[src/verilog/ita_pkg.sv]
/* ita tile sequencer package
   tile geometry, step and layer encodings, control and position structs */

`default_nettype none

package ita_pkg;

  // tile geometry
  localparam int unsigned M         = 8;          // tile edge
  localparam int unsigned N         = 4;          // lanes per beat
  localparam int unsigned TileBeats = M * M / N;
  localparam int unsigned FifoDepth = 8;          // outstanding result beats
  localparam int unsigned CntW      = 16;
  localparam int unsigned BiasW     = 24;

  typedef logic [CntW-1:0] counter_t;

  typedef enum logic [1:0] {
    Idle,
    MatMul,
    F1,
    F2
  } step_e;

  typedef enum logic {
    Linear,
    Feedforward
  } layer_e;

  // layer request with sizes in tiles except the matrix dims
  typedef struct packed {
    logic     start;
    layer_e   layer;
    counter_t tile_s;
    counter_t tile_e;
    counter_t tile_f;
    counter_t tile_p;
    counter_t seq_length;
    counter_t ff_size;
    counter_t embed_size;
  } ctrl_t;

  typedef struct packed {
    logic     pad_en;
    counter_t rows;
    counter_t cols;
  } edge_t;

  // where the sequencer is in the layer
  typedef struct packed {
    logic     active;
    counter_t tile_x;
    counter_t tile_y;
    counter_t inner_tile;
    logic     first_inner;
    logic     last_inner;
  } pos_t;

  typedef logic signed [BiasW-1:0] bias_t;

  typedef logic requant_flag_t;

endpackage

`default_nettype wire

[src/verilog/ita_controller.sv]
/* ita tile controller
   layer sequencer with beat flow control and edge padding of bias and requant */

`default_nettype none

module ita_controller (
  input  logic                                         clk_i,
  input  logic                                         rst_ni,
  input  ita_pkg::ctrl_t                               ctrl_i,
  input  logic                                         inp_valid_i,
  input  logic                                         weight_valid_i,
  input  logic                                         bias_valid_i,
  input  logic                                         oup_valid_i,
  input  logic                                         oup_ready_i,
  input  ita_pkg::bias_t [ita_pkg::N-1:0]              inp_bias_i,
  input  logic                                         requant_add_i,
  output logic                                         inp_ready_o,
  output logic                                         weight_ready_o,
  output logic                                         bias_ready_o,
  output logic                                         calc_en_o,
  output ita_pkg::step_e                               step_o,
  output ita_pkg::pos_t                                pos_o,
  output ita_pkg::bias_t [ita_pkg::N-1:0]              inp_bias_pad_o,
  output ita_pkg::requant_flag_t [ita_pkg::N-1:0]      requant_add_pad_o,
  output logic                                         busy_o
);

  ita_pkg::edge_t    mat_edge;
  ita_pkg::counter_t count;
  logic              tile_done;

  ita_step_fsm ita_step_fsm_i (
    .clk_i       (clk_i),
    .rst_ni      (rst_ni),
    .ctrl_i      (ctrl_i),
    .tile_done_i (tile_done),
    .step_o      (step_o),
    .pos_o       (pos_o),
    .edge_o      (mat_edge),
    .busy_o      (busy_o)
  );

  ita_flow_ctrl ita_flow_ctrl_i (
    .clk_i          (clk_i),
    .rst_ni         (rst_ni),
    .inp_valid_i    (inp_valid_i),
    .weight_valid_i (weight_valid_i),
    .bias_valid_i   (bias_valid_i),
    .inp_ready_o    (inp_ready_o),
    .weight_ready_o (weight_ready_o),
    .bias_ready_o   (bias_ready_o),
    .oup_valid_i    (oup_valid_i),
    .oup_ready_i    (oup_ready_i),
    .pos_i          (pos_o),
    .calc_en_o      (calc_en_o),
    .count_o        (count),
    .tile_done_o    (tile_done)
  );

  ita_edge_pad #(
    .lane_t (ita_pkg::bias_t)
  ) bias_pad_i (
    .lanes_i (inp_bias_i),
    .count_i (count),
    .pos_i   (pos_o),
    .edge_i  (mat_edge),
    .lanes_o (inp_bias_pad_o)
  );

  // requant flag is shared by all lanes of a beat
  ita_edge_pad #(
    .lane_t (ita_pkg::requant_flag_t)
  ) requant_pad_i (
    .lanes_i ({ita_pkg::N{requant_add_i}}),
    .count_i (count),
    .pos_i   (pos_o),
    .edge_i  (mat_edge),
    .lanes_o (requant_add_pad_o)
  );

endmodule

`default_nettype wire

[src/verilog/ita_edge_pad.sv]
/* ita edge padding
   zeroes the lanes of an accepted beat that fall outside the matrix */

`default_nettype none

module ita_edge_pad #(
  parameter type lane_t = logic
) (
  input  lane_t [ita_pkg::N-1:0] lanes_i,
  input  ita_pkg::counter_t      count_i,
  input  ita_pkg::pos_t          pos_i,
  input  ita_pkg::edge_t         edge_i,
  output lane_t [ita_pkg::N-1:0] lanes_o
);

  ita_pkg::counter_t row;
  ita_pkg::counter_t row_in_tile;
  ita_pkg::counter_t row_base;
  ita_pkg::counter_t col_in_tile;
  ita_pkg::counter_t col_base;

  // beats walk down the rows first, then across lane groups
  assign row_in_tile = ita_pkg::counter_t'(count_i % ita_pkg::M);
  assign row_base    = ita_pkg::counter_t'(pos_i.tile_y * ita_pkg::M);
  assign row         = row_in_tile + row_base;

  assign col_in_tile = ita_pkg::counter_t'((count_i / ita_pkg::M) * ita_pkg::N);
  assign col_base    = ita_pkg::counter_t'(pos_i.tile_x * ita_pkg::M) + col_in_tile;

  always_comb begin
    lanes_o = lanes_i;
    if (edge_i.pad_en) begin
      if (row >= edge_i.rows) begin
        lanes_o = '0;   // whole row below the matrix
      end else begin
        for (int unsigned i = 0; i < ita_pkg::N; i++) begin
          if (col_base + i >= edge_i.cols) begin
            lanes_o[i] = '0;
          end
        end
      end
    end
  end

endmodule

`default_nettype wire

[src/verilog/ita_flow_ctrl.sv]
/* ita beat flow control
   ready gating, beat counter per tile and output credit tracking */

`default_nettype none

module ita_flow_ctrl (
  input  logic              clk_i,
  input  logic              rst_ni,
  input  logic              inp_valid_i,
  input  logic              weight_valid_i,
  input  logic              bias_valid_i,
  output logic              inp_ready_o,
  output logic              weight_ready_o,
  output logic              bias_ready_o,
  input  logic              oup_valid_i,
  input  logic              oup_ready_i,
  input  ita_pkg::pos_t     pos_i,
  output logic              calc_en_o,
  output ita_pkg::counter_t count_o,
  output logic              tile_done_o
);

  ita_pkg::counter_t count_d, count_q;
  ita_pkg::counter_t credit_d, credit_q;
  logic              stall;
  logic              accept;
  logic              credit_inc;
  logic              out_hs;

  assign stall = !pos_i.active || (credit_q >= ita_pkg::FifoDepth);

  // readys mirror the partner valids
  always_comb begin
    inp_ready_o    = 1'b0;
    weight_ready_o = 1'b0;
    bias_ready_o   = 1'b0;
    if (!stall) begin
      inp_ready_o    = weight_valid_i;
      weight_ready_o = inp_valid_i;
      bias_ready_o   = weight_valid_i;
    end
  end

  assign accept      = !stall && inp_valid_i && weight_valid_i && bias_valid_i;
  assign calc_en_o   = accept;
  assign tile_done_o = accept && (count_q == ita_pkg::TileBeats - 1);

  always_comb begin
    count_d = count_q;
    if (tile_done_o) begin
      count_d = '0;
    end else if (accept) begin
      count_d = count_q + 1'b1;
    end
  end

  // results only leave on the last inner tile
  assign credit_inc = accept && pos_i.last_inner;
  assign out_hs     = oup_valid_i && oup_ready_i;

  always_comb begin
    credit_d = credit_q;
    if (credit_inc && !out_hs) begin
      credit_d = credit_q + 1'b1;
    end else if (out_hs && !credit_inc) begin
      credit_d = credit_q - 1'b1;
    end
  end

  always_ff @(posedge clk_i or negedge rst_ni) begin
    if (!rst_ni) begin
      count_q  <= '0;
      credit_q <= '0;
    end else begin
      count_q  <= count_d;
      credit_q <= credit_d;
    end
  end

  assign count_o = count_q;

  assert property (@(posedge clk_i) disable iff (!rst_ni)
    credit_q <= ita_pkg::FifoDepth)
    else $error("output credit above FIFO depth");

  // outputs must come from beats already counted
  assert property (@(posedge clk_i) disable iff (!rst_ni)
    out_hs |-> credit_q != '0)
    else $error("output handshake with no credit outstanding");

endmodule

`default_nettype wire

[src/verilog/ita_step_fsm.sv]
/* ita step sequencer
   walks steps, output tiles and inner tiles of a Linear or Feedforward layer */

`default_nettype none

module ita_step_fsm (
  input  logic           clk_i,
  input  logic           rst_ni,
  input  ita_pkg::ctrl_t ctrl_i,
  input  logic           tile_done_i,
  output ita_pkg::step_e step_o,
  output ita_pkg::pos_t  pos_o,
  output ita_pkg::edge_t edge_o,
  output logic           busy_o
);

  ita_pkg::step_e    step_d, step_q;
  ita_pkg::counter_t tile_d, tile_q;
  ita_pkg::counter_t tile_x_d, tile_x_q;
  ita_pkg::counter_t tile_y_d, tile_y_q;
  ita_pkg::counter_t inner_d, inner_q;
  logic              busy_d, busy_q;

  ita_pkg::counter_t inner_lim;
  ita_pkg::counter_t x_wrap;
  ita_pkg::counter_t tile_total;
  ita_pkg::step_e    step_next;
  logic              walk_en;

  // per-step limits
  always_comb begin
    inner_lim  = '0;
    x_wrap     = '0;
    tile_total = '0;
    step_next  = ita_pkg::Idle;
    walk_en    = 1'b0;
    case (step_q)
      ita_pkg::F1: begin
        inner_lim  = ctrl_i.tile_e;
        x_wrap     = ctrl_i.tile_f;
        tile_total = ctrl_i.tile_s * ctrl_i.tile_f;
        step_next  = ita_pkg::F2;
        walk_en    = 1'b1;
      end
      ita_pkg::F2: begin
        inner_lim  = ctrl_i.tile_f;
        x_wrap     = ctrl_i.tile_e;
        tile_total = ctrl_i.tile_s * ctrl_i.tile_e;
        walk_en    = 1'b1;
      end
      ita_pkg::MatMul: begin
        inner_lim  = ctrl_i.tile_e;
        tile_total = ctrl_i.tile_s * ctrl_i.tile_p;   // no x/y walk here
      end
      default: ;
    endcase
  end

  always_comb begin
    step_d   = step_q;
    tile_d   = tile_q;
    tile_x_d = tile_x_q;
    tile_y_d = tile_y_q;
    inner_d  = inner_q;
    busy_d   = busy_q;
    if (step_q == ita_pkg::Idle) begin
      if (ctrl_i.start) begin
        step_d = (ctrl_i.layer == ita_pkg::Feedforward) ? ita_pkg::F1 : ita_pkg::MatMul;
        busy_d = 1'b1;
      end
    end else if (tile_done_i) begin
      inner_d = inner_q + 1'b1;
      if (inner_d == inner_lim) begin   // output tile finished
        inner_d = '0;
        tile_d  = tile_q + 1'b1;
        if (walk_en) begin
          if (tile_x_q == x_wrap - 1'b1) begin
            tile_x_d = '0;
            tile_y_d = tile_y_q + 1'b1;
          end else begin
            tile_x_d = tile_x_q + 1'b1;
          end
        end
        if (tile_d == tile_total) begin   // end of step
          tile_d   = '0;
          tile_x_d = '0;
          tile_y_d = '0;
          step_d   = step_next;
          if (step_next == ita_pkg::Idle) begin
            busy_d = 1'b0;
          end
        end
      end
    end
  end

  always_ff @(posedge clk_i or negedge rst_ni) begin
    if (!rst_ni) begin
      step_q   <= ita_pkg::Idle;
      tile_q   <= '0;
      tile_x_q <= '0;
      tile_y_q <= '0;
      inner_q  <= '0;
      busy_q   <= 1'b0;
    end else begin
      step_q   <= step_d;
      tile_q   <= tile_d;
      tile_x_q <= tile_x_d;
      tile_y_q <= tile_y_d;
      inner_q  <= inner_d;
      busy_q   <= busy_d;
    end
  end

  always_comb begin
    pos_o.active      = (step_q != ita_pkg::Idle);
    pos_o.tile_x      = tile_x_q;
    pos_o.tile_y      = tile_y_q;
    pos_o.inner_tile  = inner_q;
    pos_o.first_inner = (inner_q == '0);
    pos_o.last_inner  = pos_o.active && (inner_q == inner_lim - 1'b1);
    edge_o.pad_en     = (step_q == ita_pkg::F1) || (step_q == ita_pkg::F2);
    edge_o.rows       = ctrl_i.seq_length;
    edge_o.cols       = (step_q == ita_pkg::F1) ? ctrl_i.ff_size : ctrl_i.embed_size;
  end

  assign step_o = step_q;
  assign busy_o = busy_q;

  // no layer without a start pulse
  assert property (@(posedge clk_i) disable iff (!rst_ni)
    (step_q == ita_pkg::Idle && !ctrl_i.start) |=> step_q == ita_pkg::Idle)
    else $error("step left Idle without start");

endmodule

`default_nettype wire
[config.mk]
export PLATFORM = sky130hd
export DESIGN_NAME = ita_controller
export DESIGN_NICKNAME = d
export VERILOG_FILES = /design/src/verilog/ita_pkg.sv /design/src/verilog/ita_controller.sv /design/src/verilog/ita_edge_pad.sv /design/src/verilog/ita_flow_ctrl.sv /design/src/verilog/ita_step_fsm.sv
export SDC_FILE = /design/constraint.sdc
export NUM_CORES = 1
export LEC_CHECK = 0
export ABC_AREA = 1
export ABC_CLOCK_PERIOD_IN_PS = 5720
export BUFFER_PORTS_ARGS = -buffer_cell sky130_fd_sc_hd__buf_4
export CORE_UTILIZATION = 55
export CTS_BUF_LIST = sky130_fd_sc_hd__clkbuf_4 sky130_fd_sc_hd__clkbuf_8
export CTS_CLUSTER_DIAMETER = 80
export DETAILED_ROUTE_END_ITERATION = 10
export PLACE_DENSITY = 0.81
export SETUP_SLACK_MARGIN = 0.3
export SLEW_MARGIN = 0
export SYNTH_ARGS = -nofsm -noshare
export SYNTH_HDL_FRONTEND = slang
export SYNTH_SLANG_ARGS = --single-unit
[constraint.sdc]
create_clock -name clk_i -period 5.72 [get_ports clk_i]
set_input_delay 0.572 -clock clk_i [delete_from_list [all_inputs] [get_ports clk_i]]
set_output_delay 0.572 -clock clk_i [all_outputs]
set_load 0.05 [all_outputs]
==> results.json <==
{
  "syn_nets": 4358,
  "drv_cap": 0,
  "route.detailed.vias_per_inst": 5.403,
  "dieHeight_um": 210.6,
  "cts_num_sinks": 99,
  "htreeDepth": 3,
  "crit_path_end_kind": "register",
  "power.total_mw": 13.38,
  "seqPwrFrac_pct": 6.1,
  "antenna_found_initial": 8,
  "hold_slack_ns": 0.08699,
  "insertion_delay_ns": 0.40,
  "coreArea_um2": 42980,
  "hold_path_class": "input pin to async pin",
  "slew_headroom_pct": 20.69,
  "setup_viol": 51,
  "ant_nets": 0,
  "crit_path_start_kind": "input pin",
  "wl_per_cell_um": 17.41,
  "placementRows": 76,
  "synth_cells": 3681,
  "drtPass1Iterations": 7,
  "io_pins": 376,
  "worstPathMaxFanout": 7,
  "numCtsBuffers": 9,
  "status": "complete, but fails checks",
  "cp_slowest_cell": "fa_1",
  "dp_cells": 4790,
  "grt_max_degree": 70,
  "syn_to_final_growth_pct": 32.82,
  "critPathKind": "input pin to register",
  "p_int_mw": 6.260,
  "initial_utilization_pct": 55.71,
  "hold_viol_final": 0,
  "failed_checks": "negative setup slack",
  "fin_crit_sh_pct": 108.8,
  "max_freq_mhz": 160.6,
  "grtUsageTotal_pct": 37.08,
  "mostFrequentLayoutCells": "nand2_1 (932), inv_1 (882), buf_4 (634)",
  "ff2ff_path_depth": 37,
  "synth_flop_cell": "dfrtp_1",
  "synth-edff-count": 0,
  "final_common_cell": "nand2_1",
  "post-route-util_pct": 73.99,
  "drc": 0,
  "clockBufferDepth": 2,
  "fin_ws_ns": -0.5057,
  "fp.dieW_um": 210.6,
  "cts_tree": "built",
  "r2r-end": "ita_flow_ctrl_i.credit_q[15]$_DFFE_PN0P_",
  "layout.cells.non_filler": 4875,
  "pwr-share-clk_pct": 3.7,
  "r2r_start": "ita_step_fsm_i.step_o[1]$_DFFE_PN0P_",
  "critPathRequiredTime_ns": 6.05,
  "peakVddDrop_uv": 573.6,
  "fin_area_um2": 31800,
  "fin_nets": 4959,
  "dieArea_um2": 44370,
  "ys_async_sr_fraction_pct": 100.0,
  "syn_avg_cell_area_um2": 6.504,
  "ys_seq_area_share_pct": 10.35,
  "drtIter0Drc": 2634,
  "hpwl_um": 66490,
  "routed_wl_um": 84880,
  "critPathMaxStageDelay_ns": 0.59,
  "worst-r2r-setup-slack_ns": 0.56,
  "ys_ff_latch": 99,
  "rsz0062_at_grt": "yes",
  "p_leak_nw": 18.19,
  "worst_pin_slew_ns": 1.185,
  "combPwrFrac_pct": 90.2,
  "num_vias": 26340,
  "cts-root-buf": "clkbuf_8",
  "min_period_ns": 6.226,
  "clk_pin_slew_ns": 0.11,
  "grt_remaining_overflow": 0,
  "syn-cell-area_um2": 23940,
  "gp_congestion": 0.9652,
  "grt_pass1_wl_um": 129400,
  "synth_warnings": 0,
  "worstPathArrival_ns": 6.56,
  "cpMostUsedCell": "fa_1",
  "p_sw_mw": 7.121,
  "p_sw_share_pct": 53.22,
  "grt_pass1_vias": 24810,
  "synth_cell_types": 63,
  "skew_ns": 0.009748,
  "drive_gt1_share_pct": 25.89,
  "power.density_nw_per_um2": 420.8,
  "slew_viol_final": 0,
  "portBuffers": 375,
  "dpl_cell_area_um2": 29630,
  "hold_buffers": 0
}
[power groups by stage]
stage	Sequential, mW	Combinational, mW	Clock [mW]
global placement	0.825	10.2	0
detailed placement	0.826	10.4	0
global route	0.826	13.4	0.518
floorplan	0.822	6.86	0
finish	0.818	12.1	0.491
CTS	0.813	11.3	0.490
[cell type report]
class,count,area (um^2)
fill,3321,11180
multi-input combinational,2544,18870
clock buffer,9,123.9
inverter,914,3473
tap,585,732.0
antenna,3,7.507
timing repair inverter,1,6.256
timing repair buffer,713,6025
sequential,99,2482
clock inverter,7,76.32
[kinds of logic (layout without fill, tap and decap cells)]
| group | after synthesis | after routing | synth area share, % |
|---|---|---|---|
| and+or+nand+nor | 1696 | 1697 | 30.10 |
| buffers and inverters | 1039 | 1644 | 16.87 |
| adders and majority gates | 459 | 459 | 31.57 |
| AOI/OAI and AO/OA | 262 | 262 | 6.360 |
| xor gates and xnor gates | 111 | 111 | 4.123 |
| DFF | 99 | 99 | 10.35 |
| muxes | 15 | 15 | 0.6271 |
| other | 0 | 3 | 0 |
[flip-flops by register name, summed over array words and instances, names as in the netlist]
signal,count
ita_flow_ctrl_i.count_o,16
ita_flow_ctrl_i.credit_q,16
ita_step_fsm_i.busy_o,1
ita_step_fsm_i.inner_q,16
ita_step_fsm_i.step_o,2
ita_step_fsm_i.tile_q,16
ita_step_fsm_i.tile_x_q,16
ita_step_fsm_i.tile_y_q,16
[synthesized netlist by cell type (all sizes together), types with 17 or more instances]
cell    count  area, um^2
xor2       89       787.0
inv       909        3417
nand4      55       365.3
nand3     238        1241
nand2     999        3780
clkbuf     56       212.7
nor2      301        1167
o22ai      40       294.0
nand3b     20       150.1
dfrtp      99        2477
fa        242        4845
buf        69       391.6
o21ai      99       506.7
a21oi      84       435.4
ha        217        2715
nor3       50       285.3
nor4       17       106.4
xnor2      22       200.2
[layer usage]
layer	part of all wire, %	track usage, %	up-vias
li1	-	-	12310
met1	41	52.35	12290
met2	43	55.41	1501
met3	12	10.10	230
met4	3.3	10.64	10
met5	0.10	0.6674	-
[critical path: cells and delay by family]
kind / cells / cell delay (ns)
compound gates: 3 / 0.51
fa+ha+maj: 7 / 3.21
buf+inv: 8 / 0.84
simple gates: 13 / 1.40
[per-stage QoR]
step                TNS (ns)  worst slack (ns)
floorplan             -8.834           -0.2634
global placement      -38.37           -0.8441
detailed placement    -43.26           -0.9710
CTS                   -9.347           -0.3139
global route          -30.24           -0.7144
finish                -18.25           -0.5057
[how the worst max path moves through the flow]
stage,from,endpoint,depth (start not counted)
2_1_floorplan,ctrl_i[66],ita_step_fsm_i.tile_y_q[9]$_DFFE_PN0P_,32
3_3_place_gp,ctrl_i[106],ita_step_fsm_i.tile_x_q[11]$_DFFE_PN0P_,38
3_5_place_dp,ctrl_i[106],ita_step_fsm_i.tile_x_q[11]$_DFFE_PN0P_,38
4_1_cts,ctrl_i[104],ita_step_fsm_i.tile_x_q[12]$_DFFE_PN0P_,32
5_1_grt,ctrl_i[104],ita_step_fsm_i.tile_x_q[12]$_DFFE_PN0P_,33
6_report,ctrl_i[104],ita_step_fsm_i.tile_x_q[12]$_DFFE_PN0P_,31
[timing repair]
action                     4_1_cts  5_1_grt
pin swaps                       70       69
buffers inserted                30       29
gates resized for setup        204      152
setup endpoints to repair      150      155
cloned                           5        2
Power figures use the tool's default switching activity.
